[src/l15_adapter_pkg.sv]
// L1.5 adapter shared definitions
// Widths of the request and return fields, the request command
// encoding and the state encoding of the arbiter output register.

`default_nettype none

package l15_adapter_pkg;

  // Physical address width in bits
  localparam int ADDR_W = 40;

  // Transaction id carried from requester to L1.5 and back
  localparam int ID_W = 4;

  // Access size as log2 of the byte count
  localparam int SIZE_W = 3;

  // Request and return command
  typedef enum logic {
    MEM_READ  = 1'b0,
    MEM_WRITE = 1'b1
  } mem_cmd_e;

  // Arbiter output register occupancy
  typedef enum logic {
    ARB_IDLE = 1'b0,
    ARB_SEND = 1'b1
  } arb_state_e;

endpackage

`default_nettype wire

[src/l15_adapter_top.sv]
// L1.5 adapter top level
// Funnels the requester ports into one L1.5 request channel through
// per-port request slots and a round-robin arbiter, and routes the
// L1.5 returns back to the issuing port.

`timescale 1ns/1ps
`default_nettype none

module l15_adapter_top #(
  parameter int  NPORTS = 5,
  parameter int  DATA_W = 64,
  localparam int PID_W  = (NPORTS > 1) ? $clog2(NPORTS) : 1
) (
  input  wire logic                                clk_i,
  input  wire logic                                arst_n_i,
  // Requester request side
  input  wire logic                                req_valid_i       [NPORTS],
  output logic                                     req_ready_o       [NPORTS],
  input  l15_adapter_pkg::mem_cmd_e                req_cmd_i         [NPORTS],
  input  wire logic [l15_adapter_pkg::ADDR_W-1:0]  req_addr_i        [NPORTS],
  input  wire logic [l15_adapter_pkg::SIZE_W-1:0]  req_size_i        [NPORTS],
  input  wire logic [l15_adapter_pkg::ID_W-1:0]    req_id_i          [NPORTS],
  input  wire logic                                req_cacheable_i   [NPORTS],
  input  wire logic                                req_wdata_valid_i [NPORTS],
  input  wire logic [DATA_W-1:0]                   req_wdata_i       [NPORTS],
  // Requester response side
  output logic                                     resp_valid_o      [NPORTS],
  input  wire logic                                resp_ready_i      [NPORTS],
  output l15_adapter_pkg::mem_cmd_e                resp_cmd_o        [NPORTS],
  output logic [l15_adapter_pkg::ID_W-1:0]         resp_id_o         [NPORTS],
  output logic [DATA_W-1:0]                        resp_rdata_o      [NPORTS],
  output logic                                     resp_error_o      [NPORTS],
  // L1.5 request channel
  output logic                                     l15_req_valid_o,
  input  wire logic                                l15_req_ready_i,
  output l15_adapter_pkg::mem_cmd_e                l15_req_cmd_o,
  output logic [l15_adapter_pkg::ADDR_W-1:0]       l15_req_addr_o,
  output logic [l15_adapter_pkg::SIZE_W-1:0]       l15_req_size_o,
  output logic [l15_adapter_pkg::ID_W-1:0]         l15_req_id_o,
  output logic                                     l15_req_cacheable_o,
  output logic [DATA_W-1:0]                        l15_req_wdata_o,
  output logic [PID_W-1:0]                         l15_req_pid_o,
  // L1.5 return channel
  input  wire logic                                l15_rtrn_valid_i,
  output logic                                     l15_rtrn_ready_o,
  input  wire logic [PID_W-1:0]                    l15_rtrn_pid_i,
  input  l15_adapter_pkg::mem_cmd_e                l15_rtrn_cmd_i,
  input  wire logic [l15_adapter_pkg::ID_W-1:0]    l15_rtrn_id_i,
  input  wire logic [DATA_W-1:0]                   l15_rtrn_rdata_i,
  input  wire logic                                l15_rtrn_error_i
);

  // Slot to arbiter
  logic                             slot_valid     [NPORTS];
  logic                             slot_grant     [NPORTS];
  l15_adapter_pkg::mem_cmd_e        slot_cmd       [NPORTS];
  logic [l15_adapter_pkg::ADDR_W-1:0] slot_addr    [NPORTS];
  logic [l15_adapter_pkg::SIZE_W-1:0] slot_size    [NPORTS];
  logic [l15_adapter_pkg::ID_W-1:0] slot_id        [NPORTS];
  logic                             slot_cacheable [NPORTS];
  logic [DATA_W-1:0]                slot_wdata     [NPORTS];

  // One slot per requester port
  for (genvar p = 0; p < NPORTS; p++) begin : g_slot
    req_slot #(
      .DATA_W (DATA_W)
    ) u_slot (
      .clk_i             (clk_i),
      .arst_n_i          (arst_n_i),
      .req_valid_i       (req_valid_i[p]),
      .req_cmd_i         (req_cmd_i[p]),
      .req_addr_i        (req_addr_i[p]),
      .req_size_i        (req_size_i[p]),
      .req_id_i          (req_id_i[p]),
      .req_cacheable_i   (req_cacheable_i[p]),
      .req_wdata_valid_i (req_wdata_valid_i[p]),
      .req_wdata_i       (req_wdata_i[p]),
      .req_ready_o       (req_ready_o[p]),
      .grant_i           (slot_grant[p]),
      .slot_valid_o      (slot_valid[p]),
      .slot_cmd_o        (slot_cmd[p]),
      .slot_addr_o       (slot_addr[p]),
      .slot_size_o       (slot_size[p]),
      .slot_id_o         (slot_id[p]),
      .slot_cacheable_o  (slot_cacheable[p]),
      .slot_wdata_o      (slot_wdata[p])
    );
  end

  l15_req_arbiter #(
    .NPORTS (NPORTS),
    .DATA_W (DATA_W)
  ) u_arb (
    .clk_i               (clk_i),
    .arst_n_i            (arst_n_i),
    .slot_valid_i        (slot_valid),
    .slot_cmd_i          (slot_cmd),
    .slot_addr_i         (slot_addr),
    .slot_size_i         (slot_size),
    .slot_id_i           (slot_id),
    .slot_cacheable_i    (slot_cacheable),
    .slot_wdata_i        (slot_wdata),
    .grant_o             (slot_grant),
    .l15_req_valid_o     (l15_req_valid_o),
    .l15_req_ready_i     (l15_req_ready_i),
    .l15_req_cmd_o       (l15_req_cmd_o),
    .l15_req_addr_o      (l15_req_addr_o),
    .l15_req_size_o      (l15_req_size_o),
    .l15_req_id_o        (l15_req_id_o),
    .l15_req_cacheable_o (l15_req_cacheable_o),
    .l15_req_wdata_o     (l15_req_wdata_o),
    .l15_req_pid_o       (l15_req_pid_o)
  );

  l15_resp_demux #(
    .NPORTS (NPORTS),
    .DATA_W (DATA_W)
  ) u_demux (
    .clk_i            (clk_i),
    .arst_n_i         (arst_n_i),
    .l15_rtrn_valid_i (l15_rtrn_valid_i),
    .l15_rtrn_ready_o (l15_rtrn_ready_o),
    .l15_rtrn_pid_i   (l15_rtrn_pid_i),
    .l15_rtrn_cmd_i   (l15_rtrn_cmd_i),
    .l15_rtrn_id_i    (l15_rtrn_id_i),
    .l15_rtrn_rdata_i (l15_rtrn_rdata_i),
    .l15_rtrn_error_i (l15_rtrn_error_i),
    .resp_valid_o     (resp_valid_o),
    .resp_ready_i     (resp_ready_i),
    .resp_cmd_o       (resp_cmd_o),
    .resp_id_o        (resp_id_o),
    .resp_rdata_o     (resp_rdata_o),
    .resp_error_o     (resp_error_o)
  );

endmodule

`default_nettype wire

[src/l15_req_arbiter.sv]
// L1.5 request arbiter
// Round-robin selection among the request slots. The winner is
// copied into a single output register that drives the L1.5
// request channel, tagged with its port index as the port id.
// A new grant is only given when that register is free or leaves.

`timescale 1ns/1ps
`default_nettype none

module l15_req_arbiter #(
  parameter int  NPORTS = 5,
  parameter int  DATA_W = 64,
  localparam int PID_W  = (NPORTS > 1) ? $clog2(NPORTS) : 1
) (
  input  wire logic                                clk_i,
  input  wire logic                                arst_n_i,
  // Slot side
  input  wire logic                                slot_valid_i     [NPORTS],
  input  l15_adapter_pkg::mem_cmd_e                slot_cmd_i       [NPORTS],
  input  wire logic [l15_adapter_pkg::ADDR_W-1:0]  slot_addr_i      [NPORTS],
  input  wire logic [l15_adapter_pkg::SIZE_W-1:0]  slot_size_i      [NPORTS],
  input  wire logic [l15_adapter_pkg::ID_W-1:0]    slot_id_i        [NPORTS],
  input  wire logic                                slot_cacheable_i [NPORTS],
  input  wire logic [DATA_W-1:0]                   slot_wdata_i     [NPORTS],
  output logic                                     grant_o          [NPORTS],
  // L1.5 request channel
  output logic                                     l15_req_valid_o,
  input  wire logic                                l15_req_ready_i,
  output l15_adapter_pkg::mem_cmd_e                l15_req_cmd_o,
  output logic [l15_adapter_pkg::ADDR_W-1:0]       l15_req_addr_o,
  output logic [l15_adapter_pkg::SIZE_W-1:0]       l15_req_size_o,
  output logic [l15_adapter_pkg::ID_W-1:0]         l15_req_id_o,
  output logic                                     l15_req_cacheable_o,
  output logic [DATA_W-1:0]                        l15_req_wdata_o,
  output logic [PID_W-1:0]                         l15_req_pid_o
);

  l15_adapter_pkg::arb_state_e state_q;

  logic             out_free;
  logic             found;
  logic             take;
  logic [PID_W-1:0] win_idx;
  logic [PID_W-1:0] last_q;
  logic [NPORTS-1:0] grant_vec;

  assign out_free = (state_q == l15_adapter_pkg::ARB_IDLE) || l15_req_ready_i;

  // Search starts one past the last granted port
  always_comb begin
    int idx;
    found   = 1'b0;
    win_idx = '0;
    for (int k = 1; k <= NPORTS; k++) begin
      idx = (int'(last_q) + k) % NPORTS;
      if (!found && slot_valid_i[idx]) begin
        found   = 1'b1;
        win_idx = PID_W'(idx);
      end
    end
  end

  assign take = out_free && found;

  always_comb begin
    for (int p = 0; p < NPORTS; p++) begin
      grant_o[p]   = take && (win_idx == PID_W'(p));
      grant_vec[p] = grant_o[p];
    end
  end

  always_ff @(posedge clk_i or negedge arst_n_i) begin
    if (!arst_n_i) begin
      state_q <= l15_adapter_pkg::ARB_IDLE;
      last_q  <= PID_W'(NPORTS - 1);
    end else if (out_free) begin
      state_q <= found ? l15_adapter_pkg::ARB_SEND : l15_adapter_pkg::ARB_IDLE;
      if (found) begin
        last_q <= win_idx;
      end
    end
  end

  // Output register, loaded with the winner
  always_ff @(posedge clk_i) begin
    if (take) begin
      l15_req_cmd_o       <= slot_cmd_i[win_idx];
      l15_req_addr_o      <= slot_addr_i[win_idx];
      l15_req_size_o      <= slot_size_i[win_idx];
      l15_req_id_o        <= slot_id_i[win_idx];
      l15_req_cacheable_o <= slot_cacheable_i[win_idx];
      l15_req_wdata_o     <= slot_wdata_i[win_idx];
      l15_req_pid_o       <= win_idx;
    end
  end

  assign l15_req_valid_o = (state_q == l15_adapter_pkg::ARB_SEND);

  a_one_grant : assert property (
    @(posedge clk_i) disable iff (!arst_n_i)
    $onehot0(grant_vec)
  ) else $error("l15_req_arbiter: more than one grant");

  // A stalled request keeps every field until the L1.5 takes it
  a_req_stable : assert property (
    @(posedge clk_i) disable iff (!arst_n_i)
    l15_req_valid_o && !l15_req_ready_i |=>
      l15_req_valid_o && $stable(l15_req_cmd_o) && $stable(l15_req_addr_o) &&
      $stable(l15_req_size_o) && $stable(l15_req_id_o) &&
      $stable(l15_req_cacheable_o) && $stable(l15_req_wdata_o) && $stable(l15_req_pid_o)
  ) else $error("l15_req_arbiter: request changed under back-pressure");

endmodule

`default_nettype wire

[src/l15_resp_demux.sv]
// L1.5 response demultiplexer
// Registers one L1.5 return and presents it to the requester
// named by its port id. Only that port sees resp_valid_o high.

`timescale 1ns/1ps
`default_nettype none

module l15_resp_demux #(
  parameter int  NPORTS = 5,
  parameter int  DATA_W = 64,
  localparam int PID_W  = (NPORTS > 1) ? $clog2(NPORTS) : 1
) (
  input  wire logic                              clk_i,
  input  wire logic                              arst_n_i,
  // L1.5 return channel
  input  wire logic                              l15_rtrn_valid_i,
  output logic                                   l15_rtrn_ready_o,
  input  wire logic [PID_W-1:0]                  l15_rtrn_pid_i,
  input  l15_adapter_pkg::mem_cmd_e              l15_rtrn_cmd_i,
  input  wire logic [l15_adapter_pkg::ID_W-1:0]  l15_rtrn_id_i,
  input  wire logic [DATA_W-1:0]                 l15_rtrn_rdata_i,
  input  wire logic                              l15_rtrn_error_i,
  // Requester response side
  output logic                                   resp_valid_o [NPORTS],
  input  wire logic                              resp_ready_i [NPORTS],
  output l15_adapter_pkg::mem_cmd_e              resp_cmd_o   [NPORTS],
  output logic [l15_adapter_pkg::ID_W-1:0]       resp_id_o    [NPORTS],
  output logic [DATA_W-1:0]                      resp_rdata_o [NPORTS],
  output logic                                   resp_error_o [NPORTS]
);

  logic                            valid_q;
  logic [PID_W-1:0]                pid_q;
  l15_adapter_pkg::mem_cmd_e       cmd_q;
  logic [l15_adapter_pkg::ID_W-1:0] id_q;
  logic [DATA_W-1:0]               rdata_q;
  logic                            error_q;
  logic                            rtrn_fire;

  // Entry empty, or its port takes it this cycle
  assign l15_rtrn_ready_o = !valid_q || resp_ready_i[pid_q];
  assign rtrn_fire        = l15_rtrn_valid_i && l15_rtrn_ready_o;

  always_ff @(posedge clk_i or negedge arst_n_i) begin
    if (!arst_n_i) begin
      valid_q <= 1'b0;
      pid_q   <= '0;
    end else if (rtrn_fire) begin
      valid_q <= 1'b1;
      pid_q   <= l15_rtrn_pid_i;
    end else if (resp_ready_i[pid_q]) begin
      valid_q <= 1'b0;
    end
  end

  always_ff @(posedge clk_i) begin
    if (rtrn_fire) begin
      cmd_q   <= l15_rtrn_cmd_i;
      id_q    <= l15_rtrn_id_i;
      rdata_q <= l15_rtrn_rdata_i;
      error_q <= l15_rtrn_error_i;
    end
  end

  // Shared fields, per-port valid
  always_comb begin
    for (int p = 0; p < NPORTS; p++) begin
      resp_valid_o[p] = valid_q && (pid_q == PID_W'(p));
      resp_cmd_o[p]   = cmd_q;
      resp_id_o[p]    = id_q;
      resp_rdata_o[p] = rdata_q;
      resp_error_o[p] = error_q;
    end
  end

  // Port id echoed by the L1.5 must name an existing requester
  a_pid_range : assert property (
    @(posedge clk_i) disable iff (!arst_n_i)
    rtrn_fire |-> (int'(l15_rtrn_pid_i) < NPORTS)
  ) else $error("l15_resp_demux: return port id out of range");

endmodule

`default_nettype wire

[src/req_slot.sv]
// Request slot
// One-entry register buffer between a requester port and the
// request arbiter. A write is only taken together with its data,
// so req_ready_o serves as the ready of both.

`timescale 1ns/1ps
`default_nettype none

module req_slot #(
  parameter int DATA_W = 64
) (
  input  wire logic                                clk_i,
  input  wire logic                                arst_n_i,
  // Requester side
  input  wire logic                                req_valid_i,
  input  l15_adapter_pkg::mem_cmd_e                req_cmd_i,
  input  wire logic [l15_adapter_pkg::ADDR_W-1:0]  req_addr_i,
  input  wire logic [l15_adapter_pkg::SIZE_W-1:0]  req_size_i,
  input  wire logic [l15_adapter_pkg::ID_W-1:0]    req_id_i,
  input  wire logic                                req_cacheable_i,
  input  wire logic                                req_wdata_valid_i,
  input  wire logic [DATA_W-1:0]                   req_wdata_i,
  output logic                                     req_ready_o,
  // Arbiter side
  input  wire logic                                grant_i,
  output logic                                     slot_valid_o,
  output l15_adapter_pkg::mem_cmd_e                slot_cmd_o,
  output logic [l15_adapter_pkg::ADDR_W-1:0]       slot_addr_o,
  output logic [l15_adapter_pkg::SIZE_W-1:0]       slot_size_o,
  output logic [l15_adapter_pkg::ID_W-1:0]         slot_id_o,
  output logic                                     slot_cacheable_o,
  output logic [DATA_W-1:0]                        slot_wdata_o
);

  logic accept;
  logic data_ok;

  // Reads carry no data, writes wait for theirs
  assign data_ok = (req_cmd_i != l15_adapter_pkg::MEM_WRITE) || req_wdata_valid_i;

  // Free, or being drained by the arbiter this cycle
  assign req_ready_o = !slot_valid_o || grant_i;
  assign accept      = req_valid_i && req_ready_o && data_ok;

  always_ff @(posedge clk_i or negedge arst_n_i) begin
    if (!arst_n_i) begin
      slot_valid_o <= 1'b0;
    end else if (accept) begin
      slot_valid_o <= 1'b1;
    end else if (grant_i) begin
      slot_valid_o <= 1'b0;
    end
  end

  // Held request fields
  always_ff @(posedge clk_i) begin
    if (accept) begin
      slot_cmd_o       <= req_cmd_i;
      slot_addr_o      <= req_addr_i;
      slot_size_o      <= req_size_i;
      slot_id_o        <= req_id_i;
      slot_cacheable_o <= req_cacheable_i;
      slot_wdata_o     <= req_wdata_i;
    end
  end

  // The arbiter only grants a slot that holds a request
  a_grant_needs_valid : assert property (
    @(posedge clk_i) disable iff (!arst_n_i)
    grant_i |-> slot_valid_o
  ) else $error("req_slot: grant on empty slot");

endmodule

`default_nettype wire

[config.mk]
export PLATFORM = sky130hd
export DESIGN_NAME = l15_adapter_top
export DESIGN_NICKNAME = d
export VERILOG_FILES = /design/src/l15_adapter_pkg.sv /design/src/l15_adapter_top.sv /design/src/l15_req_arbiter.sv /design/src/l15_resp_demux.sv /design/src/req_slot.sv
export SDC_FILE = /design/constraint.sdc
export NUM_CORES = 1
export LEC_CHECK = 0
export ABC_AREA = 0
export BUFFER_PORTS_ARGS = -buffer_cell sky130_fd_sc_hd__buf_2
export CAP_MARGIN = 10
export CORE_AREA = 2 2 444 446
export CTS_CLUSTER_DIAMETER = 30
export DETAILED_ROUTE_END_ITERATION = 16
export DIE_AREA = 0 0 446 448
export PLACE_DENSITY = 0.44
export SYNTH_ARGS = -nofsm -noshare
export SYNTH_HDL_FRONTEND = slang
export SYNTH_SLANG_ARGS = --single-unit
[constraint.sdc]
create_clock -name clk_i -period 21.8 [get_ports clk_i]
set_input_delay 2.18 -clock clk_i [delete_from_list [all_inputs] [get_ports clk_i]]
set_output_delay 2.18 -clock clk_i [all_outputs]
set_load 0.02 [all_outputs]
# Yosys cells after proc, flatten, opt, wreduce, memory -nomap -nowiden
# Cells that the tools add are included.
totals:
  register_bits: 764
  inputBits: 657
  out_inout_bits: 478
  elab_cells: 204
op_classes:
  addsub: 5
  div_mod_pow: 5
  magnitude_cmp: 7
  n_eq_ne: 8
  n_mux: 59
  n_bitwise: 13
  n_reduce_logical: 57
op_table:
  columns: ["cell", "n"]
  rows:
  - ["$bmux W64 S3", 1]
  - ["$ge A32 B4 Y1 const B", 5]
  - ["$mod A32 B4 Y32 const B", 5]
  - ["$not A32 Y32", 5]
  - ["$mux W64", 2]
  - ["$bmux W40 S3", 1]
  - ["$mux W40", 2]
  - ["$mux W1", 34]
  - ["$logic_and A1 B1 Y1", 26]
  - ["$bmux W1 S3", 8]
  - ["$mux W3", 7]
  - ["$bmux W4 S3", 1]
  - ["$eq A3 B2 Y1 const B", 4]
  - ["$logic_or A1 B1 Y1", 12]
  - ["$reduce_bool A2 Y1", 6]
  - ["$logic_not A1 Y1", 10]
  - ["$bmux W3 S3", 1]
  - ["$add A3 B2 Y4 const B", 2]
  - ["$add A3 B3 Y4 const B", 2]
  - ["$ge A4 B4 Y1 const B", 2]
  - ["$mux W4", 2]
  - ["$not A3 Y4", 2]
  - ["$eq A3 B1 Y1 const B", 2]
  - ["$eq A3 B3 Y1 const B", 2]
  - ["other kinds (4)", 10]

# Longest topological paths before layout
depth:
  depth_word: 25
  mapped_depth: 27
  ltp_nobuf: 20

# Modules after synthesis
# A second synthesis with hierarchy kept.
unflattened:
  hier_cells: 2275
  hier_area_um2: 31950.6
by_module_without_submodules:
  columns: ["mod", "n_inst", "cells_per_inst", "area_each_um2", "seq_area_each_um2"]
  rows:
  - ["req_slot", 5, 119, 3467.1, 3418.3]
  - ["l15_req_arbiter", 1, 1296, 10088.4, 3584.7]
  - ["l15_resp_demux", 1, 384, 4526.8, 2202.1]

# Least setup slack after synthesis
# OpenSTA, ideal clock, no wires.
synth_timing:
  kind: "register to register"
  start: "register u_arb.last_q[0]"
  end: "register g_slot[3].u_slot.slot_addr_o[0] (netlist bit) (enable)"
  setup_time_ns: 0.599
  arrival_ns: 13.042
  t_required_ns: 21.201
  slack_ns: 8.159
  stages_incl_launch_ff: 21
  path_buffers: 3
  synth_period_minus_slack_ns: 13.641
  path_cell_list: "dfrtp_1 buf_2 buf_1 clkbuf_1 inv_1 ha_1 ha_1 or4b_1 a31o_2 and2_1 ha_1 nor2b_1 or3_1 o211ai_1 mux2_1 o22a_1 a31o_2 inv_1 o21ai_0 o21ai_0 nor2b_1"
synth_between:
  elab_chain_len: 24
  word_cells_on_any_way: 54
  classes_between: "add/sub: 5; div: 5; eq/ne: 1; mux: 25; bitwise: 5; reduce/logical: 13"
synth_rtl:
  columns: ["element", "line_no", "source"]
  rows:
  - ["start, declared", "l15_req_arbiter.sv:44", "logic [PID_W-1:0] last_q;"]
  - ["start signal, assigned", "l15_req_arbiter.sv:75", "last_q <= PID_W'(NPORTS - 1);"]
  - ["start signal, assigned", "l15_req_arbiter.sv:79", "last_q <= win_idx;"]
  - ["$add A3 B1 Y4", "l15_req_arbiter.sv:55", "idx = (int'(last_q) + k) % NPORTS;"]
  - ["$mod A32 B4 Y32", "l15_req_arbiter.sv:55", null]
  - ["$not A32 Y32 (not written as such)", "l15_req_arbiter.sv:56", "if (!found && slot_valid_i[idx]) begin"]
  - ["$bmux W1 S3", "l15_req_arbiter.sv:56", null]
  - ["$mux W1 (not written as such) (2 in a row)", "l15_req_arbiter.sv:56", null]
  - ["$mux W1", "l15_req_arbiter.sv:56", null]
  - ["$logic_not A1 Y1", "l15_req_arbiter.sv:56", null]
  - ["$logic_and A1 B1 Y1", "l15_req_arbiter.sv:56", null]
  - ["[... 9 more ...]", null, null]
  - ["$mux W1 (*)", "l15_req_arbiter.sv:56", null]
  - ["$logic_and A1 B1 Y1 (*)", "l15_req_arbiter.sv:63", "assign take = out_free && found;"]
  - ["net u_arb.take", "l15_req_arbiter.sv:42", "logic take;"]
  - ["$logic_and A1 B1 Y1 (*)", "l15_req_arbiter.sv:67", "grant_o[p] = take && (win_idx == PID_W'(p));"]
  - ["$logic_or A1 B1 Y1 (*)", "req_slot.sv:42", "assign req_ready_o = !slot_valid_o || grant_i;"]
  - ["net g_slot[3].u_slot.req_ready_o", "req_slot.sv:23", "output logic req_ready_o,"]
  - ["$logic_and A1 B1 Y1 (*) (2 in a row)", "req_slot.sv:43", "assign accept = req_valid_i && req_ready_o && data_ok;"]
  - ["net g_slot[3].u_slot.accept", "req_slot.sv:35", "logic accept;"]
  - ["end signal, assigned", "req_slot.sv:59", "slot_addr_o <= req_addr_i;"]
  - ["end, declared", "req_slot.sv:28", "output logic [l15_adapter_pkg::ADDR_W-1:0] slot_addr_o,"]
# Mark *: on every way through the listed nets, which the timed path passes. The rest lies on a longest branch. The select of a mux whose other input is x is not followed.
# A chain may end at the register's enable or synchronous reset.

==> impl_metrics.ini <==
[status]
status = complete, no violations

[setup_path]
setup.worst_path.end_class = output port
setup.worst_path.start_class = flip-flop
critPathRequiredTime_ns = 19.62
crit_slowest_cell = or4b_1
worstSetupStartpoint = u_arb.last_q[0]
path_buf_inv = 3
cp_max_fo = 46
critical_path.max_stage_delay_ns = 0.57
critPathTopFamily = compound AO/OA/AOI/OAI gates
criticalPathCategory = reg2out
r2r_start = u_arb.last_q[1]
worstPathArrival_ns = 6.66
crit_chain = buf_4, ha_1, xor2_2, ha_1, or4b_1, a31o_2, and2_1, ha_1, nor2b_1, or3_1, o211a_1, o211ai_1, o22a_1, o22a_1, o221ai_1, o211ai_2, inv_8, o41ai_2, buf_2
cp_common_cell = ha_1
ff2ff_setup_slack_ns = 13.12

[timing]
setup-tns-final_ns = 0
relSlewSlack_pct = 27.3
fmax_mhz = 113
hold_ws_ns = 0.588
min_period_ns = 8.84
setup_viol = 0
fin_crit_sh_pct = 40.5
postLayoutSetupSlackWorst_ns = 12.96
drv_slew = 0
finalHoldViolCount = 0
finClkSkew_ns = 0.0641
rsz0062_at_grt = no
worst_slew_pin_slew_ns = 1.09

[min_path]
hold_class = reg2reg
hp-start = g_slot[4].u_slot.slot_wdata_o[17]

[clock_tree]
cts.path.max_buffers = 3
cts_max_level = 4
cts_root_buffer = clkbuf_16
cts_setup_buffers = 0
cts.sinks = 764
clkTransAtPathRegs_ns = 0.05
cts_buffers = 195
clk_latency_ns = 0.82
cts_resized = 0
holdBufCountCts = 0
cts_tree = done

[synth]
synth_top_cell_by_area = edfxtp_1
syn_nets = 2561
synth_seq_cells = 764
async_flop_share_pct = 1.70
synth-edff-count = 751
synth-simple-area-share_pct = 3.39
ys_types = 82
synthCells = 1878
synthXorXnorAreaFrac_pct = 0.323
synthAdderAreaFrac_pct = 1.01
synthMuxAreaShare_pct = 7.89
yosysTopAreaCellShare_pct = 70.1
syn_area_sq_um = 32200
syn_area_per_cell_sq_um = 17.1
ys.warnings.count = 0
synth_compound_area_share_pct = 7.46
synth_top_family_by_area = buffers and inverters
synth_ff_type = edfxtp_1
synthTopCellsByArea = edfxtp_1, mux2i_1, buf_4, a221oi_2, nor2_1
ys_seq_area_share_pct = 71.2

[power]
switchingPower_mw = 4.15
power_density_nw_per_um2 = 226
pwr-share-comb_pct = 44.3
fin_total_pwr_mw = 10.4
clock_power_share_pct = 30.0
leakage_nw = 18.0
switching_share_pct = 39.9
internal-power_mw = 6.25
ir_drop_v = 0.000350
seq_power_share_pct = 25.7

[die]
core_area_sq_um = 195000
fp.dieW_um = 446
row_count = 162
ios = 1135
initial_core_util_pct = 16.5
die_h_um = 448
die_area_sq_um = 200000

[layout]
nets = 3563
nFillCells = 20304
final_cells = 5631
syn2layout_area_growth_pct = 42.9
seq_area_sq_um = 22900
multiInputGateArea_sq_um = 6510
drive_gt1_share_pct = 54.0

[placed_design]
pre_cts_ws_ns = 13.00
dp.cells = 5225
gp_congestion = 0.822
numPortBuffers = 1134
dp_hpwl_um = 95500

[drt]
wire_per_inst_um = 22.8
dr.pass1.iters = 5
viasPerCell = 3.67
ant_nets = 0
drt-initial-drc-count = 1188
drt_wl_total_um = 129000
vias = 20690
drc = 0

[grt]
grt.total_usage_pct = 12.2
grt_pass1_vias = 20714
overflow = 0
antenna_found_initial = 81
grt_pass1_wl_um = 167000
grt_max_degree = 90

[run]
drv_cap = 0
[path summary, 6_finish.rpt]
| kind | to | cells after the start |
|---|---|---|
| min reg2reg | u_arb.l15_req_wdata_o[17] | 2 |
| min in group asynchronous | u_arb.l15_req_valid_o | 1 |
| max reg2reg | u_arb.l15_req_size_o[0] | 22 |
| max in group asynchronous | u_arb.last_q[2] | 1 |
| min | u_arb.l15_req_wdata_o[17] | 2 |
| max | req_ready_o[4] | 19 |
[flip-flops by register name, indices dropped and copies added, names as in the netlist, 15 cells and up]
register / cells
g_slot.u_slot.slot_id_o: 20
g_slot.u_slot.slot_addr_o: 200
u_arb.l15_req_wdata_o: 64
u_demux.rdata_q: 64
g_slot.u_slot.slot_wdata_o: 320
u_arb.l15_req_addr_o: 40
g_slot.u_slot.slot_size_o: 15
[per-layer routing]
layer | vias to the layer above | track usage [%] | wire length (um)
met4 | 40 | 6.00 | 6510
li1 | 9138 | - | -
met1 | 10212 | 12.2 | 44500
met5 | - | 0 | 237
met3 | 325 | 3.31 | 7380
met2 | 975 | 23.1 | 69900
[layout by cell type, fill, tap and decap left out, types with 26 or more instances in the layout]
master        n
buf_2      1134
edfxtp_1    751
mux2i_1     232
clkbuf_16   195
nor2_1      128
a221oi_2    106
bufinv_16    41
diode_2      40
nand2_1      32
buf_4        29
clkinv_2     28
ha_1         26
[Yosys cell counts (5+ instances only)]
master    instances
mux2_2            7
o21ai_0          20
a221oi_1          7
buf_12           11
o211ai_1          5
nand2b_1          9
buf_2            27
buf_1             5
nor2b_1           9
dfrtp_1          12
nor3_1            7
nor2_1          128
a31oi_1           6
clkbuf_1         15
ha_1             26
nand2_1          33
xnor2_1          10
and3_1            5
a21o_1            5
inv_1            25
a21oi_1           8
a221oi_2        106
edfxtp_1        751
buf_4           298
mux2i_1         232
nand3_1           7
mux4_2            5
[layout make-up]
cell class	instances	share of cell area, %
antenna	40	0.218
clock buffer	216	10.8
clock inverter	150	4.92
inverter	29	0.267
multi-input combinational	725	14.2
sequential	764	49.8
tap	2542	6.92
timing repair buffer	1165	12.9
[cell families (layout without fill, tap and decap cells)]
group	Yosys count	in the layout
and+or+nand+nor	232	232
DFF	764	764
buffers and inverters	389	1560
xor gates and xnor gates	11	11
other	0	40
muxes	246	246
adders and majority gates	26	26
AOI/OAI and AO/OA	210	210
[through the flow]
| stage | area [sq um] | util [%] |
|---|---|---|
| after floorplan | 32200 | - |
| after global placement | 38600 | 19.8 |
| after detailed placement | 38600 | 19.8 |
| after CTS | 45800 | 23.6 |
| after global routing | 45900 | 23.6 |
| final | 45900 | 23.6 |
[power groups by stage]
stage / clock network, mW / logic (mW) / registers, mW
2_1_floorplan: 0 / 3.47 / 2.81
5_1_grt: 3.25 / 4.97 / 2.72
3_3_place_gp: 0 / 4.72 / 2.71
4_1_cts: 3.17 / 4.75 / 2.69
6_report: 3.11 / 4.61 / 2.67
3_5_place_dp: 0 / 4.75 / 2.71
[worst min-delay path, cell delays in order, from the launching register on]
cell,delay (ns)
edfxtp_1,0.31
nor2_1,0.05
a221oi_2,0.15
Note: power is estimated with default switching activity, not from simulation.
